[src/vma_config.svh]
`ifndef VMA_CONFIG_SVH
`define VMA_CONFIG_SVH

// Address is section then offset, word addressed
`define VMA_SECTION_W 5
`define VMA_OFFSET_W 18

// Full machine word on the AD bus
`define VMA_WORD_W 36

// Microcode magic number field
`define VMA_MAGIC_W 9

// WAIT cycles allowed before a page fail
`define VMA_MEM_TIMEOUT 8

`endif

[src/vmaPkg.sv]
`default_nettype none

`include "vma_config.svh"

package vmaPkg;

  typedef logic [`VMA_SECTION_W-1:0] section_t;
  typedef logic [`VMA_OFFSET_W-1:0] offset_t;
  typedef logic [`VMA_SECTION_W+`VMA_OFFSET_W-1:0] vmaAddr_t;
  typedef logic [`VMA_WORD_W-1:0] word_t;
  typedef logic [`VMA_MAGIC_W-1:0] magic_t;

  typedef logic [2:0] vmaOp_t;

  // Memory ops, all load the VMA
  localparam vmaOp_t OP_LOAD_AD = 3'd0;
  localparam vmaOp_t OP_NEXT = 3'd1;
  localparam vmaOp_t OP_MAGIC = 3'd2;
  localparam vmaOp_t OP_INC = 3'd3;
  // Register ops, value 7 does nothing
  localparam vmaOp_t OP_LOAD_PC = 3'd4;
  localparam vmaOp_t OP_LOAD_BRK = 3'd5;
  localparam vmaOp_t OP_LOAD_PREV = 3'd6;

  typedef struct packed {
    vmaOp_t op;
    word_t ad;
    magic_t magic;
  } vmaCmd_t;

  typedef logic [1:0] vmaSel_t;

  localparam vmaSel_t SRC_AD = 2'd0;
  localparam vmaSel_t SRC_PC1 = 2'd1;
  localparam vmaSel_t SRC_MAGIC = 2'd2;
  localparam vmaSel_t SRC_INC = 2'd3;

  typedef struct packed {
    logic loadVma;
    vmaSel_t vmaSrc;
    logic loadPc;
    logic loadBrk;
    logic loadPrev;
    logic loadHeld;
    logic markLocal;
  } regLoad_t;

  typedef struct packed {
    logic acRef;
    logic addrMatch;
    logic vmaSection0;
    logic pcSection0;
  } vmaFlags_t;

  typedef enum logic [1:0] {
    IDLE,
    WAIT,
    FINISH,
    FAULT
  } cycleState_t;

endpackage

`default_nettype wire

[src/vmaAddrGen.sv]
`timescale 1ns/1ps
`default_nettype none

module vmaAddrGen (
  input vmaPkg::vmaSel_t src,
  input vmaPkg::word_t ad,
  input vmaPkg::magic_t magic,
  input vmaPkg::vmaAddr_t pc,
  input vmaPkg::vmaAddr_t vma,
  output vmaPkg::vmaAddr_t nextVma
);

  import vmaPkg::*;

  localparam int AddrW = $bits(vmaAddr_t);

  vmaAddr_t base;
  offset_t addend;
  section_t baseSec;
  offset_t baseOff;
  section_t pcSec;

  // Pick base register and increment
  always_comb begin
    base = vma;
    addend = '0;
    case (src)
      SRC_AD: begin
        base = ad[AddrW-1:0];
      end
      SRC_PC1: begin
        base = pc;
        addend = offset_t'(1);
      end
      SRC_MAGIC: begin
        base = pc;
        addend = offset_t'(magic);
      end
      SRC_INC: begin
        base = vma;
        addend = offset_t'(1);
      end
      default: begin
        base = vma;
      end
    endcase
  end

  assign {baseSec, baseOff} = base;

  // Carry out of the offset is dropped, section never changes
  assign nextVma = {baseSec, baseOff + addend};

  assign pcSec = pc[AddrW-1 -: $bits(section_t)];

  // PC-relative forms must stay in the PC section
  always_comb begin
    if (src == SRC_PC1 || src == SRC_MAGIC) begin
      assert (nextVma[AddrW-1 -: $bits(section_t)] == pcSec)
        else $error("nextVma left the PC section");
    end
  end

endmodule

`default_nettype wire

[src/vmaRegFile.sv]
`timescale 1ns/1ps
`default_nettype none

module vmaRegFile (
  input logic clk,
  input logic reset,
  input vmaPkg::regLoad_t load,
  input vmaPkg::vmaAddr_t nextVma,
  input vmaPkg::word_t ad,
  output vmaPkg::vmaAddr_t vma,
  output vmaPkg::vmaAddr_t pc,
  output vmaPkg::vmaAddr_t held,
  output vmaPkg::vmaAddr_t brk,
  output vmaPkg::section_t prevSec,
  output vmaPkg::vmaFlags_t flags
);

  import vmaPkg::*;

  localparam int AddrW = $bits(vmaAddr_t);
  localparam int SecW = $bits(section_t);
  localparam int OffW = $bits(offset_t);

  // ACs shadow the first sixteen words
  localparam int AcWords = 16;

  logic lastLocal;
  section_t vmaSec;
  section_t pcSec;
  offset_t vmaOff;

  always_ff @(posedge clk) begin
    if (reset) begin
      vma <= '0;
      lastLocal <= 1'b0;
    end else if (load.loadVma) begin
      vma <= nextVma;
      lastLocal <= load.markLocal;
    end
  end

  always_ff @(posedge clk) begin
    if (reset) begin
      pc <= '0;
    end else if (load.loadPc) begin
      pc <= vma;
    end
  end

  // Snapshot of the address that was acknowledged
  always_ff @(posedge clk) begin
    if (reset) begin
      held <= '0;
    end else if (load.loadHeld) begin
      held <= vma;
    end
  end

  always_ff @(posedge clk) begin
    if (reset) begin
      brk <= '0;
      prevSec <= '0;
    end else begin
      if (load.loadBrk) begin
        brk <= ad[AddrW-1:0];
      end
      if (load.loadPrev) begin
        prevSec <= ad[AddrW-1 -: SecW];
      end
    end
  end

  assign vmaSec = vma[AddrW-1 -: SecW];
  assign vmaOff = vma[OffW-1:0];
  assign pcSec = pc[AddrW-1 -: SecW];

  always_comb begin
    flags.vmaSection0 = (vmaSec == '0);
    flags.pcSection0 = (pcSec == '0);
    // Local loads reach the ACs from any section
    flags.acRef = (vmaOff < offset_t'(AcWords)) && (flags.vmaSection0 || lastLocal);
    flags.addrMatch = (vma == brk);
  end

endmodule

`default_nettype wire

[src/vmaDiagMux.sv]
`timescale 1ns/1ps
`default_nettype none

module vmaDiagMux (
  input logic diagRead,
  input logic [2:0] diagSel,
  input vmaPkg::vmaAddr_t vma,
  input vmaPkg::vmaAddr_t pc,
  input vmaPkg::vmaAddr_t held,
  input vmaPkg::vmaAddr_t brk,
  input vmaPkg::section_t prevSec,
  input vmaPkg::vmaFlags_t flags,
  output vmaPkg::word_t diagData
);

  import vmaPkg::*;

  always_comb begin
    diagData = '0;
    if (diagRead) begin
      case (diagSel)
        3'd0: diagData = word_t'(vma);
        3'd1: diagData = word_t'(pc);
        3'd2: diagData = word_t'(held);
        3'd3: diagData = word_t'(brk);
        3'd4: diagData = word_t'(prevSec);
        // acRef lands in bit 3
        3'd5: diagData = word_t'(flags);
        default: diagData = '0;
      endcase
    end
  end

endmodule

`default_nettype wire

[src/refTimer.sv]
`timescale 1ns/1ps
`default_nettype none

`include "vma_config.svh"

module refTimer (
  input logic clk,
  input logic reset,
  input logic start,
  input logic run,
  output logic timeout
);

  localparam int Limit = `VMA_MEM_TIMEOUT;
  localparam int CountW = $clog2(Limit + 1);

  logic [CountW-1:0] count;

  always_ff @(posedge clk) begin
    if (reset) begin
      count <= '0;
    end else if (start) begin
      count <= '0;
    end else if (run && !timeout) begin
      count <= count + 1'b1;
    end
  end

  assign timeout = (count == CountW'(Limit));

  assert property (@(posedge clk) disable iff (reset) count <= CountW'(Limit))
    else $error("reference timer ran past its limit");

endmodule

`default_nettype wire

[src/memCycleFsm.sv]
`timescale 1ns/1ps
`default_nettype none

module memCycleFsm (
  input logic clk,
  input logic reset,
  input logic cmdStrobe,
  input vmaPkg::vmaCmd_t cmd,
  input logic memAck,
  input logic timeout,
  output vmaPkg::regLoad_t load,
  output logic timerStart,
  output logic timerRun,
  output logic busy,
  output logic memReq,
  output logic done,
  output logic pageFail
);

  import vmaPkg::*;

  cycleState_t state;
  cycleState_t nextState;
  logic accept;
  logic memOp;

  assign accept = cmdStrobe && (state == IDLE);
  assign memOp = cmd.op inside {OP_LOAD_AD, OP_NEXT, OP_MAGIC, OP_INC};

  // Opcode decode into load strobes
  always_comb begin
    load = '0;
    if (accept) begin
      case (cmd.op)
        OP_LOAD_AD: begin
          load.loadVma = 1'b1;
          load.vmaSrc = SRC_AD;
        end
        // Section comes from the PC, so these count as local
        OP_NEXT: begin
          load.loadVma = 1'b1;
          load.vmaSrc = SRC_PC1;
          load.markLocal = 1'b1;
        end
        OP_MAGIC: begin
          load.loadVma = 1'b1;
          load.vmaSrc = SRC_MAGIC;
          load.markLocal = 1'b1;
        end
        OP_INC: begin
          load.loadVma = 1'b1;
          load.vmaSrc = SRC_INC;
        end
        OP_LOAD_PC: load.loadPc = 1'b1;
        OP_LOAD_BRK: load.loadBrk = 1'b1;
        OP_LOAD_PREV: load.loadPrev = 1'b1;
        default: load = '0;
      endcase
    end
    load.loadHeld = (state == WAIT) && memAck;
  end

  always_comb begin
    nextState = state;
    case (state)
      IDLE: begin
        if (accept) begin
          nextState = memOp ? WAIT : FINISH;
        end
      end
      // Ack wins over a timeout in the same cycle
      WAIT: begin
        if (memAck) begin
          nextState = FINISH;
        end else if (timeout) begin
          nextState = FAULT;
        end
      end
      FINISH: nextState = IDLE;
      FAULT: nextState = IDLE;
      default: nextState = IDLE;
    endcase
  end

  always_ff @(posedge clk) begin
    if (reset) begin
      state <= IDLE;
    end else begin
      state <= nextState;
    end
  end

  assign timerStart = accept && memOp;
  assign timerRun = (state == WAIT);
  assign busy = (state != IDLE);
  assign memReq = (state == WAIT);
  assign done = (state == FINISH);
  assign pageFail = (state == FAULT);

  assert property (@(posedge clk) disable iff (reset) !(done && pageFail))
    else $error("done and pageFail together");

  assert property (@(posedge clk) disable iff (reset) memReq |-> state == WAIT)
    else $error("memReq outside WAIT");

endmodule

`default_nettype wire

[src/vmaTop.sv]
`timescale 1ns/1ps
`default_nettype none

module vmaTop (
  input logic clk,
  input logic reset,
  input logic cmdStrobe,
  input vmaPkg::vmaCmd_t cmd,
  input logic memAck,
  input logic diagRead,
  input logic [2:0] diagSel,
  output logic busy,
  output logic done,
  output logic pageFail,
  output logic memReq,
  output vmaPkg::vmaAddr_t memAddr,
  output vmaPkg::vmaFlags_t flags,
  output vmaPkg::word_t diagData
);

  import vmaPkg::*;

  regLoad_t load;
  vmaAddr_t nextVma;
  vmaAddr_t vma;
  vmaAddr_t pc;
  vmaAddr_t held;
  vmaAddr_t brk;
  section_t prevSec;
  logic timerStart;
  logic timerRun;
  logic timeout;

  // Memory address is the VMA itself
  assign memAddr = vma;

  memCycleFsm uFsm (
    .clk(clk),
    .reset(reset),
    .cmdStrobe(cmdStrobe),
    .cmd(cmd),
    .memAck(memAck),
    .timeout(timeout),
    .load(load),
    .timerStart(timerStart),
    .timerRun(timerRun),
    .busy(busy),
    .memReq(memReq),
    .done(done),
    .pageFail(pageFail)
  );

  refTimer uTimer (
    .clk(clk),
    .reset(reset),
    .start(timerStart),
    .run(timerRun),
    .timeout(timeout)
  );

  vmaAddrGen uAddrGen (
    .src(load.vmaSrc),
    .ad(cmd.ad),
    .magic(cmd.magic),
    .pc(pc),
    .vma(vma),
    .nextVma(nextVma)
  );

  vmaRegFile uRegs (
    .clk(clk),
    .reset(reset),
    .load(load),
    .nextVma(nextVma),
    .ad(cmd.ad),
    .vma(vma),
    .pc(pc),
    .held(held),
    .brk(brk),
    .prevSec(prevSec),
    .flags(flags)
  );

  vmaDiagMux uDiag (
    .diagRead(diagRead),
    .diagSel(diagSel),
    .vma(vma),
    .pc(pc),
    .held(held),
    .brk(brk),
    .prevSec(prevSec),
    .flags(flags),
    .diagData(diagData)
  );

endmodule

`default_nettype wire

[config.mk]
export PLATFORM = sky130hd
export DESIGN_NAME = vmaTop
export DESIGN_NICKNAME = d
export VERILOG_FILES = /design/src/vmaPkg.sv /design/src/vmaAddrGen.sv /design/src/vmaRegFile.sv /design/src/vmaDiagMux.sv /design/src/refTimer.sv /design/src/memCycleFsm.sv /design/src/vmaTop.sv
export VERILOG_INCLUDE_DIRS = /design/src
export SDC_FILE = /design/constraint.sdc
export NUM_CORES = 1
export LEC_CHECK = 0
export BUFFER_PORTS_ARGS = -buffer_cell sky130_fd_sc_hd__buf_2
export CORE_MARGIN = 1
export CORE_UTILIZATION = 40
export DETAILED_ROUTE_END_ITERATION = 12
export GPL_TIMING_DRIVEN = 0
export SLEW_MARGIN = 10
export SYNTH_ARGS = -nofsm -noshare
export SYNTH_HDL_FRONTEND = slang
export SYNTH_SLANG_ARGS = --single-unit
export TNS_END_PERCENT = 5
[constraint.sdc]
create_clock -name clk -period 8.5 [get_ports clk]
set_clock_uncertainty 0.1 [all_clocks]
set_input_delay 0.425 -clock clk [delete_from_list [all_inputs] [get_ports clk]]
set_output_delay 0.425 -clock clk [all_outputs]
set_load 0.01 [all_outputs]
Yosys cells after proc, flatten, opt, wreduce, memory -nomap -nowiden

Index checks and enable logic that the tools add are counted.

Multiply operators: 0
Bitwise operators: 1
$add $sub $neg: 2
Reductions and logical operators: 22
Equality and inequality tests: 21
Muxes and demuxes: 15
Shifts and indexed selects: 0
$lt $le $gt $ge: 1
Div/mod/pow operators: 0

Operator list:

| kind                | number |
|---|---|
| $pmux 23 s6         | 1 |
| $pmux 23 s3         | 1 |
| $mux 36             | 1 |
| $eq 23x23->1        | 1 |
| $add 18x9->18       | 1 |
| $lt 18x5->1 const B | 1 |
| $pmux 9 s2          | 1 |
| $eq 3x3->1 const B  | 5 |
| $eq 3x2->1 const B  | 4 |
| $pmux 3 s4          | 1 |
| $logic_not 5->1     | 2 |
| $reduce_or 2->1     | 5 |
| $eq 2x2->1 const B  | 4 |
| $mux 2              | 4 |
| $mux 8              | 1 |
| $eq 3x1->1 const B  | 2 |
| $logic_not 3->1     | 2 |
| $pmux 2 s3          | 1 |
| $logic_and 1x1->1   | 5 |
| $add 4x1->4 const B | 1 |
| $eq 2x1->1 const B  | 2 |
| $eq 4x4->1 const B  | 1 |
| $logic_not 2->1     | 2 |
| $mux 1              | 4 |
| 8 further kinds     | 9 |

Output and inout port bits: 67
Word-level logic and storage cells: 71
Bits in latches: 0
Register bits: 104
Input bits: 56
Memories: 0
ROM bits: 0
Bits in writable memories: 0

Longest topological paths before layout

Gate-level depths: netlist of run 1.

Word-level depth: 8
Depth in mapped cells: 20
Depth with buffers taken out: 15

Modules after synthesis

From an unflattened synthesis of run 1, not the netlist that was laid out.

Cells, all modules: 717
Area total of the unflattened synthesis: 6,398.6 sq um

Modules (own cells, without submodules):

| module      | seq. area each (sq um) | instances | area an instance (sq um) | cells an instance |
|---|---|---|---|---|
| vmaRegFile  | 1,961.9                | 1         | 3,733.6                  | 358 |
| vmaAddrGen  | 0.0                    | 1         | 1,168.6                  | 178 |
| vmaDiagMux  | 0.0                    | 1         | 1,063.5                  | 131 |
| refTimer    | 80.1                   | 1         | 224.0                    | 25 |
| memCycleFsm | 40.0                   | 1         | 209.0                    | 25 |

Worst setup path after synthesis of run 1

Ideal clock, no wire load.

Kind: input to register
Start: input cmd[47] in the netlist's numbering
End: register uRegs.vma[12]
Path buffers: 6
Stages on the path: 18
Library setup time: 0.091 ns
Arrival: 4.043 ns
Data required time: 8.309 ns
Setup slack: 4.267 ns
Path through: nor4b_1 > buf_2 > buf_2 > nand2_1 > ha_1 > buf_4 > buf_4 > clkbuf_1 > clkbuf_1 > a21oi_1 > ha_1 > inv_1 > fa_1 > nand2b_1 > a21oi_1 > o22ai_1 > or3_1 > a311oi_1

Cells in the longest elaborated chain, start to end: 7
Elaborated cells between the ends (all ways): 15
Those cells by class: add/sub: 1; eq/ne: 6; mux: 4; reduce/logical: 4

RTL lines:

| item                                      | RTL line          | source |
|---|---|---|
| from (decl)                               | vmaTop.sv:8       | `input vmaPkg::vmaCmd_t cmd,` |
| $eq 3x2->1, or another cell as far along  | memCycleFsm.sv:34 | `case (cmd.op)` |
| $pmux 3 s4 *                              | memCycleFsm.sv:34 |  |
| $mux 8 *                                  | memCycleFsm.sv:33 | `if (accept) begin` |
| $eq 2x2->1, or another cell as far along  | --                |  |
| $reduce_or 2->1 (no line)                 | --                |  |
| $pmux 23 s3 or $pmux 9 s2 (tied branches) | vmaAddrGen.sv:27  | `case (src)` |
| $add 18x9->18                             | vmaAddrGen.sv:52  | `assign nextVma = {baseSec, baseOff + addend};` |
| to (signal assigned)                      | vmaRegFile.sv:37  | `vma <= nextVma;` |
| to (decl)                                 | vmaRegFile.sv:10  | `output vmaPkg::vmaAddr_t vma,` |

Every way passes the cells marked *; elsewhere a longest branch is shown, timed or not.
A chain may end at the register's enable or synchronous reset.

Worst setup path after layout of run 1

Start: register uFsm.state[0]
End: register uRegs.vma[12]

Cells in the longest elaborated chain, start to end: 7
Elaborated cells between the ends (all ways): 12
Those cells by class: add/sub: 1; eq/ne: 3; mux: 3; reduce/logical: 5

RTL lines:

| item                                      | RTL line          | source |
|---|---|---|
| from (decl)                               | memCycleFsm.sv:22 | `cycleState_t state;` |
| from (signal assigned)                    | memCycleFsm.sv:89 | `state <= nextState;` |
| $logic_not 2->1 *                         | memCycleFsm.sv:27 | `assign accept = cmdStrobe && (state == IDLE);` |
| $logic_and 1x1->1 *                       | memCycleFsm.sv:27 |  |
| $mux 8 *                                  | memCycleFsm.sv:33 |  |
| $eq 2x2->1, or another cell as far along  | --                |  |
| $reduce_or 2->1 (no line)                 | --                |  |
| $pmux 23 s3 or $pmux 9 s2 (tied branches) | vmaAddrGen.sv:27  |  |
| $add 18x9->18                             | vmaAddrGen.sv:52  |  |

Marks and branches as above.

==> qor.log, run 1 <==
qor: worst_setup_path.reg2regPathDepth 17
qor: clock_tree.clk_path_buf_depth 2
qor: timing.worst_slew_slack_as_a_fraction_of_its_limit 39.0%
qor: floorplan.floorplan.initialDensity 41.6%
qor: grt.globalRoute.totalOverflow 0
qor: placement.dp_hpwl 15,100 µm
qor: floorplan.placeableCoreArea 14,800 µm²
qor: floorplan.design.die.area 15,800 µm²
qor: layout.utilization 48.6%
qor: pwr.p_total 1.14 mW
qor: layout.nets_finish 986
qor: layout.post_route_cells_drive_above_1_share 18.3%
qor: synth.post_synth_num_cell_types 52
qor: grt.global_route.usage.met2 41.2%
qor: placement.numPortBuffers 93
qor: synth.ys_dominant_reg_cell sky130_fd_sc_hd__dfxtp_1
qor: synth.synthesis.yosys.warnings 0
qor: timing.max_clock_freq 185 MHz
qor: grt.vias_in_the_first_global_route 5,424
qor: pwr.power_density 159 nW/µm²
qor: worst_hold_path.timing.hold.worst.start cmd[13]
qor: drt.drt_iter0_drc 464
qor: placement.gp_congestion 0.839
qor: synth.yosysTopAreaCellShare 34.0%
qor: timing.hold_viol_final 0
qor: drt.dr_total_vias 5,943
qor: clock_tree.cts.clk_slew.worst_paths 70 ps
qor: synth.post-synth-top-count-cell sky130_fd_sc_hd__nand2_1
qor: floorplan.pin_count 123
qor: clock_tree.postCtsSetupRepairBufs 0
qor: clock_tree.cts-buffers-inserted 9
qor: clock_tree.cts_hold_repair.buffers 0
qor: floorplan.chip_width 126 µm
qor: synth.synthesis.instances 799
qor: grt.met1_resource_use_gr 35.8%
qor: synth.synth_edf_count 0
qor: grt.grt.met3_usage 4.80%
qor: layout.fillers 1,532
qor: worst_hold_path.whs_path_depth 3
qor: synth.avgSynthCellArea 7.67 µm²
qor: pwr.leakagePower 2.91 nW
qor: worst_setup_path.endpoint_kind flop
qor: timing.setup_repair_after_global_routing_missed_its_margin no
qor: worst_setup_path.timing_worst_setup_path_type flop to flop
qor: worst_setup_path.cp-endpoint uRegs.vma[12]
qor: synth.postSynth.asyncResetShare 0%
qor: worst_setup_path.cp.required 8660 ps
qor: drt.remaining_drc_errors 0
qor: synth.synth_top_area_cell sky130_fd_sc_hd__dfxtp_1
qor: worst_setup_path.setup.worst_path.start_class flop
qor: floorplan.dieHeight 126 µm
qor: grt.grt_usage 25.8%
qor: timing.finalWorstSetupSlack 3100 ps
qor: drt.avgViaCountPerCell 5.38
qor: timing.tightest_slew 912 ps
qor: drt.wl_per_cell 18.3 µm
qor: grt.grt_antenna_before_repair 0
qor: drt.drt-total-wl 20,200 µm
qor: layout.insertedDiodeCount 0
qor: run.max-cap-violations 0
qor: clock_tree.root_buffer sky130_fd_sc_hd__clkbuf_16
qor: synth.synth.ff_latch_count 104
qor: grt.wire_length_of_the_first_global_routing_pass 31,100 µm
qor: grt.gr-max-usage-layer met2
qor: worst_setup_path.cp_data_arrival_time 5570 ps
qor: grt.largest_net_degree_at_the_start_of_global_routing 19
qor: clock_tree.cts_resized 0
qor: worst_setup_path.r2r_setup_slack 3100 ps
qor: layout.areaGrowthSynthToFinish 17.0%
qor: drt.antenna_left 0
qor: synth.synth.cell_area 6130 µm²
qor: clock_tree.number_of_levels_the_h_tree_was_split_into 3
qor: worst_setup_path.setup.worst_path.start uFsm.state[0]
qor: timing.setup_viol 0
qor: status.run_status completed
qor: timing.timing.final.max_slew_violations 0
qor: synth.ys_seq_area_share 34.0%
qor: timing.period_share 63.6%
qor: clock_tree.worst_skew_pair.late_latency 350 ps
qor: timing.fin_setup_tns 0 ps
qor: clock_tree.cts_tree built
qor: clock_tree.cts.sinks 104
qor: placement.pre_cts_setup_slack 3020 ps
qor: synth.synthTopCellsByArea sky130_fd_sc_hd__dfxtp_1 (34%), sky130_fd_sc_hd__nand2_1 (10%), sky130_fd_sc_hd__a21oi_1 (7.6%), sky130_fd_sc_hd__mux2i_1 (5.1%), sky130_fd_sc_hd__a22oi_1 (4.8%)
qor: worst_hold_path.hp-class input port to flop
qor: worst_setup_path.regToRegStartpoint uFsm.state[0]
qor: floorplan.placement_rows 44
qor: timing.period_needed 5400 ps
qor: worst_setup_path.regToRegEndpoint uRegs.vma[12]
qor: worst_setup_path.crit_fanout 10
qor: synth.synthTopCellsByCount sky130_fd_sc_hd__nand2_1 (166), sky130_fd_sc_hd__dfxtp_1 (104), sky130_fd_sc_hd__a21oi_1 (93)
qor: drt.firstDrtPassIters 5
qor: pwr.vdd_ir_drop_max 0.100 mV
-- logic make-up (layout without fill, tap and decap cells) --
kind of cell | Yosys count | in the layout | synth area share, %
compound gates | 195 | 195 | 19.4
xor+xnor | 39 | 39 | 5.57
fa+ha+maj | 15 | 15 | 3.18
buf+inv | 86 | 195 | 6.80
flops | 104 | 104 | 34.0
mux | 51 | 51 | 8.73
other cells | 1 | 13 | 0.0612
simple gates | 308 | 308 | 22.2
-- worst max-delay path, stage by stage, from the launching register on --
cell and delay, ps:
sky130_fd_sc_hd__dfxtp_1 370, sky130_fd_sc_hd__nor4b_1 560, sky130_fd_sc_hd__buf_2 360, sky130_fd_sc_hd__buf_2 300, sky130_fd_sc_hd__nand2_1 110, sky130_fd_sc_hd__ha_1 420, sky130_fd_sc_hd__buf_4 230, sky130_fd_sc_hd__clkbuf_1 460
sky130_fd_sc_hd__a22oi_1 120, sky130_fd_sc_hd__o21ai_0 340, sky130_fd_sc_hd__ha_1 260, sky130_fd_sc_hd__inv_1 60, sky130_fd_sc_hd__fa_1 380, sky130_fd_sc_hd__nand2b_1 200, sky130_fd_sc_hd__a21oi_1 190, sky130_fd_sc_hd__o22ai_1 220
sky130_fd_sc_hd__or3_1 360, sky130_fd_sc_hd__a311oi_1 250
-- cell type report --
| class | count | area [µm²] | share of cell area [%] |
|---|---|---|---|
| Multi-Input combinational cell | 621 | 3680 | 51.2 |
| Sequential cell | 104 | 2080 | 29.0 |
| Timing Repair Buffer | 93 | 465 | 6.49 |
| Buffer | 75 | 375 | 5.23 |
| Tap cell | 184 | 230 | 3.21 |
| Clock buffer | 9 | 225 | 3.14 |
| Clock inverter | 7 | 78.8 | 1.10 |
| Inverter | 11 | 41.3 | 0.575 |
-- per-stage QoR --
step | instance area (µm²) | hold slack (ps) | instances
finish | 7180 | 228 | 1104
global route | 7180 | 215 | 1104
CTS | 7180 | 215 | 1104
global placement | 6870 | 341 | 1088
detailed placement | 6870 | 344 | 1088
floorplan | 6180 | 334 | 811
-- metal layers --
layer	wire (µm)	vias up	part of all wire (%)
met5	0	-	0
met4	302	0	1.5
met3	1390	17	6.9
met2	9220	203	46
met1	9240	2774	46
li1	-	2949	-
-- how the worst min path moves through the flow --
stage,end,slack [ps]
6_report,uRegs.brk[4],230
5_1_grt,uRegs.brk[4],210
4_1_cts,uRegs.brk[4],220
3_5_place_dp,uRegs.held[19],340
3_3_place_gp,uRegs.held[19],340
2_1_floorplan,uRegs.held[10],330
-- sequential cells by signal, indices dropped and copies added (netlist names) --
signal and cells:
uRegs.brk 23, uRegs.held 23, uRegs.pc 23, uRegs.vma 23, uRegs.prevSec 5, uTimer.count 4
uFsm.state 2, uRegs.lastLocal 1
-- cells in the final DEF, fill, tap and decap left out, types with 14 or more instances in the layout --
master / n
sky130_fd_sc_hd__nand2_1: 166
sky130_fd_sc_hd__o21ai_0: 25
sky130_fd_sc_hd__nor2_1: 66
sky130_fd_sc_hd__xnor2_1: 15
sky130_fd_sc_hd__xor2_1: 24
sky130_fd_sc_hd__buf_4: 20
sky130_fd_sc_hd__dfxtp_1: 104
sky130_fd_sc_hd__a22oi_1: 39
sky130_fd_sc_hd__mux2_2: 20
sky130_fd_sc_hd__clkbuf_1: 43
sky130_fd_sc_hd__ha_1: 14
sky130_fd_sc_hd__mux2i_1: 31
sky130_fd_sc_hd__a21oi_1: 93
sky130_fd_sc_hd__and2_1: 14
sky130_fd_sc_hd__buf_2: 102
-- report_power, final --
group	internal (mW)	switching (mW)	leakage, nW
clock	0.231	0.199	0.139
sequential	0.499	0.0166	0.842
combinational	0.0682	0.124	1.93
total	0.799	0.339	2.91
(Power assumes the default switching activity.)
==> run 2: changes to the inputs <==
clock period = 5.4 ns   (was 8.5 ns; I/O delays follow)
==> run 2 against run 1 <==
  * Worst hold slack got worse by 160 ps
  * Highest routed layer unchanged
  * Global-route usage did not move
  * Non-clock buffer count shrank 1
  * Setup slack worse by 2800 ps
  * Sequential power rose by 57%
  * Flip-flop and latch count stayed put
==> qor.log, run 2 (synthesis gave the netlist of run 1 again) <==
qor: layout.fillers 1,532
qor: clock_tree.root_buffer sky130_fd_sc_hd__clkbuf_16
qor: timing.period_needed 5080 ps
qor: grt.grt_usage 25.8%
qor: timing.hold_viol_final 0
qor: drt.remaining_drc_errors 0
qor: worst_setup_path.timing.critical_path.slowest_cell_delay 430 ps
qor: clock_tree.postCtsSetupRepairBufs 0
qor: floorplan.floorplan.initialDensity 41.6%
qor: clock_tree.cts.sinks 104
qor: grt.largest_net_degree_at_the_start_of_global_routing 19
qor: worst_setup_path.endpoint_kind flop
qor: timing.tightest_slew 951 ps
qor: clock_tree.cts-buffers-inserted 9
qor: worst_setup_path.cp.required 5560 ps
qor: drt.drt-total-wl 20,100 µm
qor: placement.dp_hpwl 15,100 µm
qor: drt.firstDrtPassIters 5
qor: timing.setup_repair_after_global_routing_missed_its_margin no
qor: drt.wl_per_cell 18.2 µm
qor: grt.grt_antenna_before_repair 0
qor: worst_setup_path.crit_fanout 10
qor: timing.period_share 94.0%
qor: clock_tree.cts_tree built
qor: run.max-cap-violations 0
qor: worst_setup_path.setup.worst_path.start_class flop
qor: pwr.leakagePower 2.91 nW
qor: clock_tree.cts.clk_slew.worst_paths 70 ps
qor: floorplan.chip_width 126 µm
qor: placement.numPortBuffers 93
qor: grt.vias_in_the_first_global_route 5,424
qor: layout.layout_common_cells sky130_fd_sc_hd__nand2_1 (166), sky130_fd_sc_hd__dfxtp_1 (104), sky130_fd_sc_hd__buf_2 (102)
qor: worst_setup_path.worstPathBufferInverterCount 7
qor: drt.dr_total_vias 5,958
qor: worst_setup_path.cp_max_stage_cell sky130_fd_sc_hd__nor4b_2
qor: pwr.p_total 1.79 mW
qor: timing.fin_setup_tns 0 ps
qor: drt.antenna_left 0
qor: timing.setup_viol 0
qor: grt.wire_length_of_the_first_global_routing_pass 31,100 µm
qor: timing.finalHoldWorstSlack 72.4 ps
qor: layout.nets_finish 985
qor: layout.insertedDiodeCount 0
qor: floorplan.pin_count 123
qor: worst_setup_path.cp_data_arrival_time 5240 ps
qor: timing.timing.final.max_slew_violations 0
qor: grt.globalRoute.totalOverflow 0
qor: floorplan.dieHeight 126 µm
qor: worst_setup_path.critPathTopFamily buffers and inverters
qor: clock_tree.cts_hold_repair.buffers 0
qor: clock_tree.clk_path_buf_depth 2
qor: clock_tree.worst_skew_pair.late_latency 360 ps
qor: layout.multi_input_area 3680 µm²
qor: pwr.power_density 250 nW/µm²
qor: floorplan.design.die.area 15,800 µm²
qor: pwr.vdd_ir_drop_max 0.158 mV
qor: worst_hold_path.hp-class input port to flop
qor: status.run_status completed
qor: drt.avgViaCountPerCell 5.40
qor: worst_setup_path.path_cells nor4b_2, buf_2, buf_2, nand2_1, ha_1, buf_4, buf_4, clkbuf_1, clkbuf_1, a21oi_1, ha_1, inv_1, fa_1, nand2b_1, a21oi_1, o22ai_1, or3_1, a311oi_1
qor: placement.gp_congestion 0.839
qor: layout.post_route_cells_drive_above_1_share 18.4%
qor: clock_tree.cts_resized 0
qor: floorplan.placement_rows 44
qor: worst_setup_path.timing_worst_setup_path_type flop to flop
qor: drt.drt_iter0_drc 508
qor: clock_tree.number_of_levels_the_h_tree_was_split_into 3
qor: layout.layout.cells.most_common sky130_fd_sc_hd__nand2_1
qor: layout.seq_area 2080 µm²
qor: timing.worst_slew_slack_as_a_fraction_of_its_limit 36.3%
qor: layout.areaGrowthSynthToFinish 17.1%
qor: floorplan.placeableCoreArea 14,800 µm²
qor: timing.max_clock_freq 197 MHz
==> run 2: cell types whose count changed in the layout (fill, tap and decap cells not counted) <==
cell	delta
sky130_fd_sc_hd__clkbuf_1	-1
sky130_fd_sc_hd__nor4b_2	+1
sky130_fd_sc_hd__nor4b_1	-1
==> run 2: path summary, 6_finish.rpt <==
path             startpoint             end  slack (ps)  depth (start not counted)
max           uFsm.state[0]   uRegs.vma[12]         320                         18
min                 cmd[13]    uRegs.brk[4]          70                          3
max reg2reg   uFsm.state[0]   uRegs.vma[12]         320                         18
min reg2reg  uRegs.held[19]  uRegs.held[19]         350                          2
==> run 2: final cells by class <==
class                   count  area share [%]
clock inverters             7            1.10
repair buffers             93            6.48
well taps                 184            3.21
multi-input cells         621            51.3
clock buffers               9            3.14
inverters                  11           0.575
flip-flops and latches    104            29.0
plain buffers              74            5.18
==> run 2: worst min-delay path: cells and delay by family <==
| kind | cells | cell delay (ps) |
|---|---|---|
| AO/OA/AOI/OAI | 1 | 50 |
| buffers and inverters | 1 | 110 |
| AND/OR/NAND/NOR | 1 | 50 |
==> run 2: through the flow <==
stage | worst slack [ps] | util, % | std cells | area [µm²]
finish | 324 | 48.7 | 1103 | 7180
global route | 48.2 | 48.7 | 1103 | 7180
CTS | 18.1 | 48.6 | 1104 | 7180
detailed placement | 57.1 | 46.6 | 1088 | 6870
global placement | 24.7 | 46.6 | 1088 | 6870
floorplan | 1190 | - | 811 | 6180
==> run 2: power breakdown <==
group          switching, mW  internal (mW)  total (mW)
Clock                  0.314          0.364       0.678
Combinational          0.194          0.107       0.302
Sequential            0.0263          0.786       0.812
Total                  0.535           1.26        1.79
==> run 2: routing by layer <==
layer  global-route usage (%)  vias to the layer above  routed length [µm]  share of wire, %
met3                     4.80                       17                1330               6.6
li1                         -                     2951                   -                 -
met4                     6.31                        0                 298               1.5
met5                        0                        -                   0                 0
met2                     41.2                      212                9280                46
met1                     35.8                     2778                9220                46
==> run 3: changes to the inputs <==
PLACE_DENSITY = 0.66   (was not set)
==> run 3 against run 2 <==
  * Final area is 0.21% lower
  * Register-to-register slack better by 20 ps
  * Count of clock-buffer cells in the layout is 1 higher
  * First-iteration DRC count is 27% higher
  * Flip-flop and latch count stayed put
  * Critical path type unchanged
==> qor.log, run 3 (synthesis gave the netlist of run 1 again) <==
qor: drt.avgViaCountPerCell 5.53
qor: drt.drt_iter0_drc 645
qor: worst_setup_path.cp.required 5560 ps
qor: floorplan.placement_rows 44
qor: run.max-cap-violations 0
qor: floorplan.pin_count 123
qor: worst_setup_path.setup.worst_path.start_class flop
qor: clock_tree.clk_path_buf_depth 2
qor: drt.antenna_left 0
qor: clock_tree.cts_hold_repair.buffers 0
qor: timing.hold_viol_final 0
qor: drt.wl_per_cell 18.1 µm
qor: floorplan.dieHeight 126 µm
qor: grt.vias_in_the_first_global_route 5,338
qor: grt.wire_length_of_the_first_global_routing_pass 30,800 µm
qor: drt.firstDrtPassIters 5
qor: worst_hold_path.hp-class input port to flop
qor: clock_tree.root_buffer sky130_fd_sc_hd__clkbuf_16
qor: layout.fillers 1,527
qor: layout.utilization 48.5%
qor: worst_setup_path.cp_data_arrival_time 5220 ps
qor: timing.timing.final.max_slew_violations 0
qor: timing.fin_setup_tns 0 ps
qor: clock_tree.number_of_levels_the_h_tree_was_split_into 3
qor: layout.multi_input_area 3680 µm²
qor: layout.insertedDiodeCount 0
qor: drt.drt-total-wl 19,900 µm
qor: clock_tree.cts-buffers-inserted 9
qor: drt.remaining_drc_errors 0
qor: clock_tree.worst_skew_pair.late_latency 360 ps
qor: clock_tree.cts.clk_slew.worst_paths 70 ps
qor: layout.post_route_cells_drive_above_1_share 18.4%
qor: floorplan.chip_width 126 µm
qor: grt.globalRoute.totalOverflow 0
qor: timing.period_needed 5060 ps
qor: clock_tree.cts_tree built
qor: placement.dp_hpwl 14,800 µm
qor: worst_setup_path.timing_worst_setup_path_type flop to flop
qor: worst_setup_path.endpoint_kind flop
qor: drt.dr_total_vias 6,087
qor: placement.gp_congestion 0.890
qor: layout.nets_finish 983
qor: timing.setup_repair_after_global_routing_missed_its_margin no
qor: layout.areaGrowthSynthToFinish 16.8%
qor: layout.layout.cells.most_common sky130_fd_sc_hd__nand2_1
qor: pwr.vdd_ir_drop_max 0.164 mV
qor: timing.setup_viol 0
qor: timing.worst_slew_slack_as_a_fraction_of_its_limit 34.6%
qor: clock_tree.cts.sinks 104
qor: grt.grt_usage 25.4%
qor: timing.period_share 93.7%
qor: floorplan.design.die.area 15,800 µm²
qor: placement.numPortBuffers 93
qor: status.run_status completed
qor: clock_tree.postCtsSetupRepairBufs 0
qor: grt.largest_net_degree_at_the_start_of_global_routing 17
qor: timing.tightest_slew 981 ps
qor: layout.seq_area 2080 µm²
qor: layout.layout_common_cells sky130_fd_sc_hd__nand2_1 (166), sky130_fd_sc_hd__dfxtp_1 (104), sky130_fd_sc_hd__buf_2 (102)
qor: pwr.leakagePower 2.92 nW
qor: grt.grt_antenna_before_repair 0
qor: pwr.power_density 249 nW/µm²
qor: floorplan.placeableCoreArea 14,800 µm²
qor: timing.max_clock_freq 198 MHz
qor: floorplan.floorplan.initialDensity 41.6%
qor: clock_tree.cts_resized 0
qor: worst_setup_path.crit_fanout 19
run 3: critical path, stage by stage (launching register included):
cell and delay (ps):
sky130_fd_sc_hd__dfxtp_1 380, sky130_fd_sc_hd__nor4b_2 410, sky130_fd_sc_hd__buf_2 320, sky130_fd_sc_hd__buf_2 300
sky130_fd_sc_hd__nand2_1 110, sky130_fd_sc_hd__ha_1 290, sky130_fd_sc_hd__buf_4 200, sky130_fd_sc_hd__buf_4 180
sky130_fd_sc_hd__clkbuf_1 420, sky130_fd_sc_hd__a21oi_1 270, sky130_fd_sc_hd__ha_1 230, sky130_fd_sc_hd__inv_1 70
sky130_fd_sc_hd__fa_1 370, sky130_fd_sc_hd__nand2b_1 200, sky130_fd_sc_hd__a21oi_1 230, sky130_fd_sc_hd__o22ai_1 240
sky130_fd_sc_hd__or3_1 370, sky130_fd_sc_hd__a311oi_1 290
run 3: path summary, 6_finish.rpt:
check	from	endpoint	slack [ps]	cells after the start
max	uFsm.state[0]	uRegs.vma[12]	340	17
min	cmd[13]	uRegs.brk[4]	70	3
max reg2reg	uFsm.state[0]	uRegs.vma[12]	340	17
min reg2reg	uRegs.held[18]	uRegs.held[18]	360	2
run 3: cell type report:
cell class / count / area share (%)
Inverter: 11 / 0.576
Clock inverter: 5 / 0.786
Timing Repair Buffer: 93 / 6.50
Buffer: 72 / 5.10
Sequential cell: 104 / 29.1
Multi-Input combinational cell: 621 / 51.4
Tap cell: 184 / 3.21
Clock buffer: 10 / 3.34
run 3: per-layer routing:
layer  global-route usage, %  vias up  wire length (µm)
met5                       0        -                 0
met4                    4.89        0               195
met3                    5.18       16              1810
met2                    40.3      271              9090
met1                    35.8     2843              8850
li1                        -     2957                 -
run 3: power breakdown:
group	switching, mW	total, mW	internal (mW)
combinational	0.195	0.302	0.107
clock	0.301	0.671	0.370
sequential	0.0262	0.812	0.786
run 3: per-stage QoR:
stage | area [µm²] | total power [mW] | std cells | setup slack (ps) | hold WS (ps)
detailed placement | 6870 | 1.13 | 1088 | 153 | 346
global placement | 6870 | 1.12 | 1088 | 74.2 | 341
floorplan | 6180 | 1.01 | 811 | 1190 | 306
CTS | 7170 | 1.79 | 1103 | 90.4 | 61.5
finish | 7160 | 1.79 | 1100 | 341 | 66.1
global route | 7160 | 1.85 | 1100 | 11.0 | 67.5
